File: config.mk
export PLATFORM = sky130hd
export DESIGN_NAME = tdcHistTop
export DESIGN_NICKNAME = d
export VERILOG_FILES = /design/src/design/tdcHistPkg.sv /design/src/design/histRamIf.sv /design/src/design/hitDecode.sv /design/src/design/histAccumulate.sv /design/src/design/histRam.sv /design/src/design/peakFinder.sv /design/src/design/apbHostPort.sv /design/src/design/tdcHistTop.sv
export VERILOG_INCLUDE_DIRS = /design/src /design/src/design
export SDC_FILE = /design/constraint.sdc
export NUM_CORES = 1
export LEC_CHECK = 0
export BUFFER_PORTS_ARGS = -buffer_cell sky130_fd_sc_hd__buf_2
export CAP_MARGIN = 20
export CORE_UTILIZATION = 55
export DETAILED_ROUTE_END_ITERATION = 10
export HOLD_SLACK_MARGIN = 0.03
export PLACE_DENSITY = 0.78
export SYNTH_ARGS = -nofsm -noshare
export SYNTH_HDL_FRONTEND = slang
export SYNTH_HIERARCHICAL = 1
export SYNTH_SLANG_ARGS = --single-unit
File: constraint.sdc
create_clock -name clk -period 9 [get_ports clk]
set_input_delay 1.8 -clock clk [delete_from_list [all_inputs] [get_ports clk]]
set_output_delay 1.8 -clock clk [all_outputs]
set_load 0.03 [all_outputs]
File: src/design/tdcHist_settings.svh
`ifndef TDCHIST_SETTINGS_SVH
`define TDCHIST_SETTINGS_SVH

// histogram geometry
`define PIXEL_NUM 4
`define BIN_NUM   16
`define COUNT_W   8

// raw word layout: overflow 9, pixel 8-7, bin 6-3, fine 2-0
`define HIT_W     10

// host bus
`define APB_AW    8

`endif

File: src/design/tdcHistPkg.sv
`include "tdcHist_settings.svh"

package tdcHistPkg;

    typedef logic [$clog2(`PIXEL_NUM)-1:0] pixelT;
    typedef logic [$clog2(`BIN_NUM)-1:0]   binT;
    typedef logic [`COUNT_W-1:0]           countT;
    typedef logic [`HIT_W-1:0]             hitWordT;

    // pixel in the upper bits, bin below
    typedef logic [$clog2(`PIXEL_NUM)+$clog2(`BIN_NUM)-1:0] ramAddrT;

    typedef enum logic [1:0] {
        IDLE,
        CLEAR, // zeroing the memory
        ACCUM,
        DRAIN  // last hits still in the pipe
    } accStateT;

endpackage

File: src/design/histRamIf.sv
`timescale 1ns/1ns

interface histRamIf;
    import tdcHistPkg::*;

    logic    wrEn;
    ramAddrT wrAddr;
    countT   wrData;
    ramAddrT rdAddr;
    countT   rdData; // one cycle after rdAddr

    modport accum (
        output wrEn, wrAddr, wrData, rdAddr,
        input  rdData
    );

    modport mem (
        input  wrEn, wrAddr, wrData, rdAddr,
        output rdData
    );

endinterface

File: src/design/hitDecode.sv
`timescale 1ns/1ns
`include "tdcHist_settings.svh"

module hitDecode (
    input  logic                clk,
    input  logic                res,
    input  logic                hitValid,
    input  tdcHistPkg::hitWordT hitWord,
    output logic                decValid,
    output tdcHistPkg::pixelT   decPixel,
    output tdcHistPkg::binT     decBin
);
    import tdcHistPkg::*;

    localparam int OVF_BIT = `HIT_W - 1;
    localparam int PIX_LSB = OVF_BIT - $bits(pixelT);
    localparam int BIN_LSB = PIX_LSB - $bits(binT); // fine bits sit below this

    always_ff @(posedge clk or negedge res) begin
        if (!res) begin
            decValid <= 1'b0;
        end else begin
            decValid <= hitValid && !hitWord[OVF_BIT]; // overflow words are lost here
        end
    end

    // field split, only meaningful with decValid
    always_ff @(posedge clk) begin
        decPixel <= hitWord[PIX_LSB +: $bits(pixelT)];
        decBin   <= hitWord[BIN_LSB +: $bits(binT)];
    end

endmodule

File: src/design/histAccumulate.sv
`timescale 1ns/1ns

module histAccumulate (
    input  logic              clk,
    input  logic              res,
    input  logic              decValid,
    input  tdcHistPkg::pixelT decPixel,
    input  tdcHistPkg::binT   decBin,
    input  logic              startGo,
    input  logic              searchReq,
    histRamIf.accum           ram,
    output logic              searchGo,
    output logic              clearing,
    output logic              accumulating
);
    import tdcHistPkg::*;

    accStateT state;
    logic     drainCnt;
    logic     s1Valid;  // stage 1 waits for read data
    ramAddrT  s1Addr;
    logic     fwd;
    countT    oldCount;
    countT    newCount;

    assign ram.rdAddr   = {decPixel, decBin}; // read issued with the decoded hit
    assign fwd          = ram.wrEn && (ram.wrAddr == s1Addr); // stage 2 still writing it
    assign oldCount     = fwd ? ram.wrData : ram.rdData;
    assign newCount     = (oldCount == '1) ? oldCount : oldCount + 1'b1;
    assign clearing     = (state == CLEAR);
    assign accumulating = (state == ACCUM) || (state == DRAIN);

    always_ff @(posedge clk or negedge res) begin
        if (!res) begin
            state    <= IDLE;
            drainCnt <= 1'b0;
            searchGo <= 1'b0;
            s1Valid  <= 1'b0;
            ram.wrEn <= 1'b0;
        end else begin
            searchGo <= 1'b0;
            s1Valid  <= decValid && (state == ACCUM); // drop hits elsewhere
            case (state)
                IDLE: begin
                    if (startGo) state <= CLEAR;
                end
                CLEAR: begin
                    if (ram.wrAddr == '1) state <= ACCUM;
                end
                ACCUM: begin
                    if (searchReq) begin
                        state    <= DRAIN;
                        drainCnt <= 1'b0;
                    end
                end
                DRAIN: begin
                    drainCnt <= 1'b1;
                    if (drainCnt) begin
                        state    <= IDLE;
                        searchGo <= 1'b1; // memory is settled now
                    end
                end
                default: state <= IDLE;
            endcase

            if (state == IDLE && startGo)
                ram.wrEn <= 1'b1; // first clear write
            else if (state == CLEAR && ram.wrAddr != '1)
                ram.wrEn <= 1'b1;
            else
                ram.wrEn <= s1Valid;
        end
    end

    // write address doubles as the clear counter
    always_ff @(posedge clk) begin
        s1Addr <= ram.rdAddr;
        if (state == CLEAR)
            ram.wrAddr <= ram.wrAddr + 1'b1;
        else if (state == IDLE)
            ram.wrAddr <= '0;
        else
            ram.wrAddr <= s1Addr;
        ram.wrData <= accumulating ? newCount : '0;
    end

endmodule

File: src/design/histRam.sv
`timescale 1ns/1ns
`include "tdcHist_settings.svh"

module histRam (
    input  logic                clk,
    input  tdcHistPkg::ramAddrT pkAddr,
    histRamIf.mem               ram,
    output tdcHistPkg::countT   pkData
);
    import tdcHistPkg::*;

    countT mem [0:`PIXEL_NUM*`BIN_NUM-1];

    always_ff @(posedge clk) begin
        if (ram.wrEn) mem[ram.wrAddr] <= ram.wrData;

        // accumulator port is write-first on a collision
        if (ram.wrEn && (ram.wrAddr == ram.rdAddr))
            ram.rdData <= ram.wrData;
        else
            ram.rdData <= mem[ram.rdAddr];

        pkData <= mem[pkAddr]; // search port, no writes during a sweep
    end

endmodule

File: src/design/peakFinder.sv
`timescale 1ns/1ns
`include "tdcHist_settings.svh"

module peakFinder (
    input  logic                clk,
    input  logic                res,
    input  logic                searchGo,
    input  logic                startGo,
    input  tdcHistPkg::pixelT   rdSel,
    input  tdcHistPkg::countT   pkData,
    output tdcHistPkg::ramAddrT pkAddr,
    output logic                searching,
    output logic                peaksValid,
    output tdcHistPkg::binT     peakBin,
    output tdcHistPkg::countT   peakCount
);
    import tdcHistPkg::*;

    logic    issuing;   // read addresses going out
    logic    dataValid; // pkData belongs to dataAddr
    ramAddrT dataAddr;
    pixelT   dataPixel;
    binT     dataBin;
    binT     peakBinR [`PIXEL_NUM];
    countT   peakCountR [`PIXEL_NUM];

    assign dataPixel = dataAddr[$bits(ramAddrT)-1 -: $bits(pixelT)];
    assign dataBin   = dataAddr[$bits(binT)-1:0];
    assign peakBin   = peakBinR[rdSel];
    assign peakCount = peakCountR[rdSel];

    always_ff @(posedge clk or negedge res) begin
        if (!res) begin
            issuing    <= 1'b0;
            pkAddr     <= '0;
            dataValid  <= 1'b0;
            searching  <= 1'b0;
            peaksValid <= 1'b0;
        end else begin
            dataValid <= issuing;
            if (searchGo) begin
                issuing    <= 1'b1;
                pkAddr     <= '0;
                searching  <= 1'b1;
                peaksValid <= 1'b0;
            end else if (issuing) begin
                pkAddr <= pkAddr + 1'b1;
                if (pkAddr == '1) issuing <= 1'b0;
            end

            // tail cycle, last bin of last pixel
            if (dataValid && dataAddr == '1) begin
                searching  <= 1'b0;
                peaksValid <= 1'b1;
            end
            if (startGo) peaksValid <= 1'b0;
        end
    end

    always_ff @(posedge clk) begin
        dataAddr <= pkAddr;
        // bin 0 seeds the pixel, later bins must be strictly higher
        if (dataValid && (dataBin == '0 || pkData > peakCountR[dataPixel])) begin
            peakCountR[dataPixel] <= pkData;
            peakBinR[dataPixel]   <= dataBin;
        end
    end

endmodule

File: src/design/apbHostPort.sv
`timescale 1ns/1ns
`include "tdcHist_settings.svh"

module apbHostPort (
    input  logic                clk,
    input  logic                res,
    input  logic                pSel,
    input  logic                pEnable,
    input  logic                pWrite,
    input  logic [`APB_AW-1:0]  pAddr,
    input  logic [31:0]         pWData,
    output logic [31:0]         pRData,
    output logic                pReady,
    output logic                pSlvErr,
    output logic                startGo,
    output logic                searchReq,
    output tdcHistPkg::pixelT   rdSel,
    input  logic                clearing,
    input  logic                accumulating,
    input  logic                searching,
    input  logic                peaksValid,
    input  tdcHistPkg::binT     peakBin,
    input  tdcHistPkg::countT   peakCount
);
    import tdcHistPkg::*;

    localparam logic [`APB_AW-1:0] CTRL_ADDR   = 'h00;
    localparam logic [`APB_AW-1:0] STATUS_ADDR = 'h04;
    localparam logic [`APB_AW-1:0] PEAK_BASE   = 'h10; // one word per pixel

    logic access;
    logic isCtrl;
    logic isStatus;
    logic isPeak;
    logic busy;
    logic ctrlWr;

    assign access   = pSel && pEnable;
    assign isCtrl   = (pAddr == CTRL_ADDR);
    assign isStatus = (pAddr == STATUS_ADDR);
    assign isPeak   = (pAddr >= PEAK_BASE) && (pAddr < PEAK_BASE + 4 * `PIXEL_NUM)
                      && (pAddr[1:0] == 2'b00);
    assign rdSel    = pAddr[2 +: $bits(pixelT)];
    assign busy     = clearing || accumulating || searching;
    assign ctrlWr   = access && pWrite && isCtrl;
    assign pReady   = 1'b1;
    assign pSlvErr  = access && !(isCtrl || isStatus || isPeak);

    always_comb begin
        pRData = '0;
        if (access && !pWrite) begin
            if (isStatus)
                pRData = {28'b0, peaksValid, searching, accumulating, clearing};
            else if (isPeak)
                pRData = {16'b0, peakCount, 4'b0, peakBin};
        end
    end

    always_ff @(posedge clk or negedge res) begin
        if (!res) begin
            startGo   <= 1'b0;
            searchReq <= 1'b0;
        end else begin
            startGo   <= ctrlWr && pWData[0] && !busy; // only from idle
            searchReq <= ctrlWr && pWData[1] && accumulating;
        end
    end

endmodule

File: src/design/tdcHistTop.sv
`timescale 1ns/1ns
`include "tdcHist_settings.svh"

module tdcHistTop (
    input  logic                clk,
    input  logic                res,
    input  logic                hitValid,
    input  tdcHistPkg::hitWordT hitWord,
    input  logic                pSel,
    input  logic                pEnable,
    input  logic                pWrite,
    input  logic [`APB_AW-1:0]  pAddr,
    input  logic [31:0]         pWData,
    output logic [31:0]         pRData,
    output logic                pReady,
    output logic                pSlvErr
);
    import tdcHistPkg::*;

    logic    decValid;
    pixelT   decPixel;
    binT     decBin;
    logic    startGo;
    logic    searchReq;
    logic    searchGo;
    logic    clearing;
    logic    accumulating;
    logic    searching;
    logic    peaksValid;
    ramAddrT pkAddr;
    countT   pkData;
    pixelT   rdSel;
    binT     peakBin;
    countT   peakCount;

    histRamIf ramBus ();

    hitDecode uDecode (
        .clk(clk), .res(res), .hitValid(hitValid), .hitWord(hitWord),
        .decValid(decValid), .decPixel(decPixel), .decBin(decBin)
    );

    histAccumulate uAccum (
        .clk(clk), .res(res), .decValid(decValid), .decPixel(decPixel),
        .decBin(decBin), .startGo(startGo), .searchReq(searchReq), .ram(ramBus.accum),
        .searchGo(searchGo), .clearing(clearing), .accumulating(accumulating)
    );

    histRam uRam (
        .clk(clk), .pkAddr(pkAddr), .ram(ramBus.mem), .pkData(pkData)
    );

    peakFinder uPeak (
        .clk(clk), .res(res), .searchGo(searchGo), .startGo(startGo), .rdSel(rdSel),
        .pkData(pkData), .pkAddr(pkAddr), .searching(searching), .peaksValid(peaksValid),
        .peakBin(peakBin), .peakCount(peakCount)
    );

    apbHostPort uApb (
        .clk(clk), .res(res), .pSel(pSel), .pEnable(pEnable), .pWrite(pWrite),
        .pAddr(pAddr), .pWData(pWData), .pRData(pRData), .pReady(pReady),
        .pSlvErr(pSlvErr), .startGo(startGo), .searchReq(searchReq), .rdSel(rdSel),
        .clearing(clearing), .accumulating(accumulating), .searching(searching),
        .peaksValid(peaksValid), .peakBin(peakBin), .peakCount(peakCount)
    );

endmodule

# After elaboration in Yosys (flattened, before gate mapping)
# Memory sizes are Yosys's and may differ from the RTL's. A register that Yosys moved wholly into a read port is not among the register bits.
# Cells that the tools add are included.
# word_totals
ff_bits	51
latch_bits	0
mem_bits_rw	560
romBits	0
out_inout_bits	34
mem_count	3
# mem_list
memory	words	width	read_ports	rd_clocked_by_memory_dff	write_ports	line	source
uRam.mem	64	8	2	2	1	histRam.sv:12	countT mem [0:`PIXEL_NUM*`BIN_NUM-1];
uPeak.peakCountR	4	8	2	1	1	peakFinder.sv:25	countT peakCountR [`PIXEL_NUM];
uPeak.peakBinR	4	4	1	0	1	peakFinder.sv:24	binT peakBinR [`PIXEL_NUM];
# op_classes
n_addsub	3
mul	0
n_div	0
magnitude_cmp	3
n_eq_ne	14
shifts	0
muxes	32
bitwise_logic	0
n_reduce_logical	38
# ops
cell	count
$mux W32	2
$mux W6	4
$eq A6 B6 Y1 const B	3
$logic_and A1 B1 Y1	18
$mux W1	17
$mux W16	1
$mux W8	2
$add A6 B1 Y6 const B	2
$add A8 B1 Y8 const B	1
$eq A8 B3 Y1 const B	1
$eq A8 B8 Y1 const B	1
$ge A8 B5 Y1 const B	1
$gt A8 B8 Y1	1
$logic_not A8 Y1	1
$lt A8 B6 Y1 const B	1
$mux W2	4
$pmux W2 S4	1
$eq A6 B6 Y1	1
$logic_or A1 B1 Y1	6
$ne A2 B1 Y1 const B	3
$ne A6 B6 Y1 const B	1
$reduce_bool A2 Y1	3
$eq A2 B2 Y1 const B	2
$logic_not A1 Y1	4
other kinds (8)	9

# Depth between registers and ports, before layout
# Gate-level depths: netlist (run 1).
# logic_depth
ltp_word	6
ltp_mapped	13

# By module
# The synthesis (run 1) kept the hierarchy.
# modules_own_cells
mod	n_inst	cells_each	area_per_inst_um2	seq_area_each_um2
histRam	1	1209	24234.5	15655.0
peakFinder	1	157	2753.9	1811.7
histAccumulate	1	136	1293.7	550.5
apbHostPort	1	60	489.2	50.0
hitDecode	1	8	158.9	145.1

# Worst setup path after synthesis (run 1)
# No wires, ideal clock.
# synth_timing
path_kind	in2out
from	input pAddr[2]
to	output pRData[0]
t_arrival_ps	2949
setup_slack_ps	4251
path_stages	4
n_path_buf	2
cell_sequence	buf_4 buf_4 mux4_2 a32o_1
# synth_via
word_cells_on_any_way	9
classes_between	2 x order compare; 1 x eq/ne; 3 x mux; 2 x reduce/logical; 1 x memory
# synth_rtl
item	line	source
from (decl)	tdcHistTop.sv:12	input logic [`APB_AW-1:0] pAddr,
$mem_v2 Z4 W4	-	
named net peakBin[0]	tdcHistTop.sv:33	binT peakBin;
$mux W16	apbHostPort.sv:54	else if (isPeak)
$mux W32	apbHostPort.sv:52	if (isStatus)
$mux W32	apbHostPort.sv:51	if (access && !pWrite) begin
to (decl)	tdcHistTop.sv:14	output logic [31:0] pRData,
# The timed path passes the listed nets, and every way through them passes these cells.

# Worst setup path in the final report (run 1)
# layout_timing
from	input pAddr[2]
to	output pRData[1]
# Same word-level chain as after synthesis.

==> metrics.md, run 1 <==
| Metric | Value |
|---|---|
| Final Net Count | `1657` |
| Pin count of the biggest net entering global routing | `117` |
| Worst path arrival time | `3.18 ns` |
| Top library cells by usage in the layout, fill and taps aside | `560 x sky130_fd_sc_hd__edfxtp_1, 286 x sky130_fd_sc_hd__mux4_2, 95 x sky130_fd_sc_hd__nor2_1` |
| Async set-reset flop share out of synthesis | `0.0304` |
| Number of buffers inserted to repair setup after CTS | `0` |
| # IOs | `90` |
| Final antenna-violating net count | `0` |
| Maximum number of buffers from clock root to sink | `3` |
| Via-to-Cell Ratio | `7.09` |
| Sum of overflow across all layers after global routing | `0` |
| Clock network latency to the later pin of the worst-skew pair | `0.61 ns` |
| Count of hold-fix buffers inserted at cts | `0` |
| Number of synthesis warnings | `6` |
| Post-synth top flop | `sky130_fd_sc_hd__edfxtp_1` |
| Post-CTS clock slew at the launch and capture registers of the worst setup and hold paths | `0.05 ns` |
| Final count of negative-setup-slack endpoints | `0` |
| Starting utilization of the core area | `0.561` |
| Transition time at the pin with the least slew margin | `1.17 ns` |
| Final cell area excluding filler cells | `31600 um^2` |
| Total Neg Setup Slack | `0 ns` |
| Final core area utilization | `0.612` |
| RSZ-0062 raised after global routing | `no` |
| Wirelength per Cell | `30.6 um` |
| Clock tree root buffer cell | `sky130_fd_sc_hd__clkbuf_16` |
| Critical-path maximum fanout | `14` |
| Post-Syn Area per Cell | `18.4 um^2` |
| Kind of critical path | `in -> out` |
| Setup slack at placement | `4.00 ns` |
| Level count of the clock H-tree | `3` |
| Origin of the worst setup path | `pAddr[2]` |
| Proportion of layout cells with a drive suffix above 1 | `0.283` |
| Overall routed net length | `70600 um` |
| Setup slack of the worst register-to-register path | `4.66 ns` |
| Count of endpoints failing hold in the final timing report | `0` |
| DIE WIDTH | `231 um` |
| Required time of the critical path | `7.20 ns` |
| R2r endpoint | `uAccum/ram.wrData[5]` |
| Die outline area | `53500 um^2` |
| Maximum vdd drop | `0.233 mV` |
| Critical path endpoint | `pRData[1]` |
| Cell Rows | `83` |
| Via count of the first global-routing pass | `16500` |
| P&R area growth vs syn | `9.21%` |
| Highest attainable clock frequency | `201 MHz` |
| Setup crit start kind | `primary input` |
| Endpoint type of the worst setup path | `output pin` |
| Post-route worst hold slack | `0.348 ns` |
| Clock buffers created by TritonCTS | `66` |
| Diode insertion count for antenna repair | `0` |
| Max-slew violation count | `0` |
| Worst slew margin relative to its limit | `0.197` |
| Fraction of the yosys area taken by sequential cells | `0.630` |
| Standard cell core area | `51600 um^2` |
| RePlAce Congestion | `0.905` |
| Initial DRT Pass Iterations | `6` |
| Class of the tightest hold or removal check | `reg -> reg` |
| Post-DP Area | `29500 um^2` |
| Part of the total power dissipated in combinational logic | `0.260` |
| Most common library cell in the layout ignoring fill and taps | `sky130_fd_sc_hd__edfxtp_1` |
| Initial antenna violation count | `2` |
| Proportion of power drawn by flip-flops and latches | `0.454` |
| Internal power summed over all cells | `6.19 mW` |
| Netlist area before placement | `28900 um^2` |
| Iteration-0 DRC count of the detailed router | `2058` |
| R2R cell count | `9` |
| Net switching power of the design | `2.78 mW` |
| Max-cap check violation count | `0` |
| Final routed DRC violation total | `0` |
| Final setup skew | `0.0254 ns` |
| Part of the power in the clock network | `0.286` |
| Final Worst Setup Slack | `4.02 ns` |
| Final worst-path cycle share | `0.553` |
| Number of buffers inserted by port buffering | `35` |
| Detailed-placement wirelength estimate | `43200 um` |
| Number of unique standard cell types used by synthesis | `70` |
| Number of enable flip-flop cells after synthesis | `560` |
| First-pass GRT wire length | `104000 um` |
| Synthesized instance count | `1570` |
| Quantity of gates resized following cts | `0` |
| Outcome | `finished, final reports clean` |
| Height of the die | `231 um` |
| Clock tree from TritonCTS | `yes` |
| Power per unit of standard cell area | `284 nW/um^2` |
| FF+latch count, synth | `625` |
| GRT Total Usage | `0.268` |
| Leakage power of the design | `10.2 nW` |
| Switching power as a share of total power | `0.310` |
| Min Tclk post-route | `4.98 ns` |
| Count of clock tree sinks | `625` |
| Via count | `16400` |
## power groups by stage
stage / combinational [mW] / sequential, mW / clock (mW)
global route: 2.45 / 4.11 / 2.70
detailed placement: 2.15 / 4.23 / 0
CTS: 2.17 / 4.18 / 2.59
global placement: 2.08 / 4.22 / 0
floorplan: 1.61 / 4.03 / 0
finish: 2.34 / 4.07 / 2.56
## logic make-up after synthesis
| group | after synthesis | share of synthesized area |
|---|---|---|
| flip-flops | 625 | 0.630 |
| AO/OA/AOI/OAI | 152 | 0.0359 |
| adder cells (fa/ha/maj) | 14 | 0.00605 |
| multiplexers | 361 | 0.251 |
| other | 2 | 0.000260 |
| XOR/XNOR | 19 | 0.00575 |
| AND/OR/NAND/NOR | 246 | 0.0427 |
| buffers and inverters | 151 | 0.0288 |
## metal layers
layer  up-vias  track usage  routed length (um)
li1       6540            -                   -
met1      8577        0.362               25800
met2      1074        0.424               34200
met3       180       0.0545                7510
met4         0        0.125                3120
met5         -            0                   0
## critical path: stages
cell and delay (ns):
sky130_fd_sc_hd__buf_2 0.38, sky130_fd_sc_hd__mux4_2 0.59, sky130_fd_sc_hd__a32o_1 0.23, sky130_fd_sc_hd__buf_2 0.17
## cell usage after synthesis (18+ instances only)
master / number / area (um^2)
sky130_fd_sc_hd__nor2_1: 95 / 357
sky130_fd_sc_hd__buf_2: 34 / 170
sky130_fd_sc_hd__nand3_1: 28 / 140
sky130_fd_sc_hd__mux2i_1: 68 / 681
sky130_fd_sc_hd__mux4_2: 286 / 6440
sky130_fd_sc_hd__o22ai_1: 20 / 125
sky130_fd_sc_hd__edfxtp_1: 560 / 16800
sky130_fd_sc_hd__a21oi_1: 26 / 130
sky130_fd_sc_hd__o21ai_0: 29 / 145
sky130_fd_sc_hd__buf_4: 43 / 323
sky130_fd_sc_hd__clkbuf_1: 35 / 131
sky130_fd_sc_hd__dfxtp_1: 46 / 921
sky130_fd_sc_hd__nand2_1: 49 / 184
sky130_fd_sc_hd__dfrtp_1: 19 / 475
sky130_fd_sc_hd__inv_1: 18 / 67.6
## worst min path at each step
stage / startpoint / end / slack (ns) / cells past startpoint
floorplan: uDecode/decBin[0] / uAccum/s1Addr[0] / 0.33 / 0
global placement: uDecode/decBin[1] / register / 0.34 / 0
detailed placement: uDecode/decPixel[0] / uAccum/s1Addr[4] / 0.34 / 0
CTS: uDecode/decBin[2] / uAccum/s1Addr[2] / 0.36 / 0
global route: uDecode/decBin[2] / uAccum/s1Addr[2] / 0.35 / 0
finish: uDecode/decBin[2] / uAccum/s1Addr[2] / 0.35 / 0
## through the flow
stage               power [mW]  instances
global placement          6.30       2192
floorplan                 5.64       1589
finish                    8.97       2310
detailed placement        6.39       2194
global route              9.26       2310
CTS                       8.94       2305
## state kept, by name, summed over array words and instances, names as in the netlist, 2 cells and up, named ones only
signal	cells
uPeak/dataAddr	6
uAccum/ram.wrData	8
uRam/mem	512
uAccum/state	2
uRam/pkData	8
uAccum/ram.wrAddr	6
uDecode/decPixel	2
uPeak/peakCountR	32
uPeak/peakBinR	16
uPeak/pkAddr	6
uAccum/s1Addr	6
uDecode/decBin	4
## layout make-up
cell class	instances	area, um^2
multi-input cells	813	9960
fillers	3508	20000
repair buffers	62	480
well taps	680	851
inverters	19	71.3
clock buffers	87	1790
clock inverters	24	196
flip-flops and latches	625	18200
Power figures use the tool's default switching activity.
==> run 2: changes to the inputs <==
- ABC_AREA: not set -> 1
- clock period: 9 -> 4.6 ns (I/O delays scaled with it)
==> run 2 against run 1 <==
  * Wire length rose by 29%
  * Largest power group unchanged
  * Worst hold slack got worse by 0.13 ns
  * Sequential power increased by 87%
  * Total power rose by 120%
  * Clock power is 98% higher
  * Clock-buffer cell count fell by 11
  * Core utilization decreased by 1.6 points
  * Synthesized cell count up 130%
  * Global-route usage up 3.7 points
  * Combinational power rose to 2.9 times the previous value
  * Register-to-register slack lost 3.6 ns
==> metrics.md, run 2 <==
| Metric | Value |
|---|---|
| Number of buffers inserted to repair setup after CTS | `0` |
| Initial DRT Pass Iterations | `7` |
| Endpoint type of the worst setup path | `register` |
| Dominant cell type by area after synthesis | `sky130_fd_sc_hd__edfxtp_1` |
| Required time of the critical path | `5.11 ns` |
| Proportion of layout cells with a drive suffix above 1 | `0.0702` |
| Leakage power of the design | `13.4 nW` |
| Final setup skew | `0.0145 ns` |
| Detailed-placement wirelength estimate | `52200 um` |
| Class of the tightest hold or removal check | `in -> async` |
| Leading post-synthesis cells by instance count | `1417 x sky130_fd_sc_hd__nand2_1, 893 x sky130_fd_sc_hd__nand3_1, 560 x sky130_fd_sc_hd__edfxtp_1` |
| First-pass GRT wire length | `138000 um` |
| Cell Rows | `87` |
| Most common library cell in the layout ignoring fill and taps | `sky130_fd_sc_hd__nand2_1` |
| Setup slack of the worst register-to-register path | `1.11 ns` |
| Iteration-0 DRC count of the detailed router | `4071` |
| Number of buffers inserted by port buffering | `35` |
| Quantity of gates resized following cts | `0` |
| Worst path arrival time | `4.00 ns` |
| Number of synthesis warnings | `6` |
| Count of endpoints failing hold in the final timing report | `0` |
| Clock tree root buffer cell | `sky130_fd_sc_hd__clkbuf_16` |
| Number of unique standard cell types used by synthesis | `40` |
| Sum of overflow across all layers after global routing | `0` |
| DIE WIDTH | `242 um` |
| Async set-reset flop share out of synthesis | `0.0304` |
| Top area cells in the synthesized netlist | `sky130_fd_sc_hd__edfxtp_1 53%, sky130_fd_sc_hd__nand2_1 17%, sky130_fd_sc_hd__nand3_1 14%` |
| Top register by number of flip-flops | `uRam/mem` |
| Die outline area | `58500 um^2` |
| Worst slew margin relative to its limit | `0.241` |
| Post-synth top flop | `sky130_fd_sc_hd__edfxtp_1` |
| P&R area growth vs syn | `6.61%` |
| Overall power | `19.4 mW` |
| Via count | `26300` |
| Final Net Count | `3553` |
| Post-route worst hold slack | `0.216 ns` |
| Count of hold-fix buffers inserted at cts | `0` |
| R2R cell count | `16` |
| Initial antenna violation count | `0` |
| Top library cells by usage in the layout, fill and taps aside | `1417 x sky130_fd_sc_hd__nand2_1, 893 x sky130_fd_sc_hd__nand3_1, 560 x sky130_fd_sc_hd__edfxtp_1` |
| Max-cap check violation count | `0` |
| Flip-flop count of the largest register, all copies and words added | `512` |
| Synthesized instance count | `3567` |
| Diode insertion count for antenna repair | `0` |
| Clock tree from TritonCTS | `yes` |
| Fraction of the yosys area taken by sequential cells | `0.575` |
| Via-to-Cell Ratio | `6.14` |
| R2r endpoint | `uAccum/ram.wrData[3]` |
| Outcome | `finished, final reports clean` |
| Clock network latency to the later pin of the worst-skew pair | `0.64 ns` |
| Filler cell count | `4634` |
| RePlAce Congestion | `0.917` |
| Highest attainable clock frequency | `286 MHz` |
| Critical path endpoint | `uAccum/ram.wrData[3]` |
| Final antenna-violating net count | `0` |
| Starting utilization of the core area | `0.559` |
| Count of clock tree sinks | `625` |
| Wirelength per Cell | `21.2 um` |
| Standard cell core area | `56600 um^2` |
| Overall routed net length | `91000 um` |
| Setup crit start kind | `register` |
| GRT Total Usage | `0.305` |
| Fraction of synthesized cell area taken by the top area cell type | `0.531` |
| Netlist area before placement | `31700 um^2` |
| Largest registers ranked by flip-flop count | `uRam/mem x512, uPeak/peakCountR x32, uPeak/peakBinR x16` |
| Number of enable flip-flop cells after synthesis | `560` |
| Maximum number of buffers from clock root to sink | `3` |
| Min Tclk post-route | `3.49 ns` |
| Final routed DRC violation total | `0` |
| Height of the die | `242 um` |
| Power per unit of standard cell area | `576 nW/um^2` |
| Maximum vdd drop | `0.728 mV` |
| Kind of critical path | `reg -> reg` |
| # IOs | `90` |
| Final worst-path cycle share | `0.759` |
| Post-Syn Area per Cell | `8.88 um^2` |
| Clock buffers created by TritonCTS | `61` |
| Max-slew violation count | `0` |
| Total Neg Setup Slack | `0 ns` |
| Cell with the most instances after synthesis | `sky130_fd_sc_hd__nand2_1` |
| Via count of the first global-routing pass | `25000` |
| Final count of negative-setup-slack endpoints | `0` |
| Transition time at the pin with the least slew margin | `1.13 ns` |
| Pin count of the biggest net entering global routing | `133` |
| Post-CTS clock slew at the launch and capture registers of the worst setup and hold paths | `0.06 ns` |
| FF+latch count, synth | `625` |
| Critical-path maximum fanout | `44` |
| Level count of the clock H-tree | `2` |
| RSZ-0062 raised after global routing | `no` |
==> run 2: cell type report <==
| type | instances | area (um^2) | share of cell area |
|---|---|---|---|
| clock buffer | 76 | 1690 | 0.0500 |
| clock inverter | 35 | 330 | 0.00979 |
| inverter | 81 | 327 | 0.00967 |
| multi-input combinational | 2620 | 11500 | 0.340 |
| sequential | 625 | 18200 | 0.540 |
| tap | 756 | 946 | 0.0280 |
| timing repair buffer | 94 | 759 | 0.0225 |
==> run 2: how the worst min path moves through the flow <==
stage | cells past startpoint | to | slack, ns | startpoint
2_1_floorplan | 0 | uAccum/s1Addr[0] | 0.33 | uDecode/decBin[0]
3_3_place_gp | 0 | register | 0.33 | uDecode/decPixel[0]
3_5_place_dp | 0 | register | 0.34 | uDecode/decBin[0]
4_1_cts | 1 | uApb/searchReq | 0.21 | res
5_1_grt | 1 | uApb/searchReq | 0.25 | res
6_report | 1 | uApb/searchReq | 0.22 | res
==> run 2: stage by stage <==
stage                util  cells  setup WS, ns  cell area, um^2
floorplan               -   3586          1.52            31700
CTS                 0.596   4286          1.23            33700
global placement    0.561   4175          1.31            31700
detailed placement  0.561   4175          1.28            31700
finish              0.596   4287          1.11            33800
global route        0.596   4287         0.994            33800
==> run 2: critical path: stages (launching register included) <==
cell and delay [ns]:
sky130_fd_sc_hd__dfxtp_2 0.79, sky130_fd_sc_hd__clkinv_2 0.60, sky130_fd_sc_hd__buf_12 0.41, sky130_fd_sc_hd__nand3_1 0.12, sky130_fd_sc_hd__nand2_1 0.16, sky130_fd_sc_hd__nand2_1 0.11, sky130_fd_sc_hd__nand3_1 0.12, sky130_fd_sc_hd__nand3_1 0.27
sky130_fd_sc_hd__nand2_1 0.15, sky130_fd_sc_hd__inv_1 0.07, sky130_fd_sc_hd__nand2_1 0.05, sky130_fd_sc_hd__nand2_1 0.12, sky130_fd_sc_hd__nor2_2 0.09, sky130_fd_sc_hd__nand2_2 0.08, sky130_fd_sc_hd__nor2_4 0.05, sky130_fd_sc_hd__nor2_1 0.09
sky130_fd_sc_hd__nor2_1 0.05
==> run 2: per-layer routing <==
metal  wire length [um]  GRT usage  up-vias
met1              32700      0.395    12200
li1                   -          -    11900
met4               4620      0.175        0
met3              11800     0.0625      382
met5                  0          0        -
met2              41900      0.481     1863
==> run 2: cell families after synthesis <==
family / synth area share
xor gates and xnor gates: 0.000277
other: 0.000237
AOI/OAI and AO/OA: 0.0146
and+or+nand+nor: 0.339
adders and majority gates: 0.00553
DFF: 0.575
buffers and inverters: 0.0649
==> run 2: report_power, final <==
part           switching, mW  internal (mW)
clock                   2.15           2.92
combinational           5.02           1.72
sequential             0.474           7.16
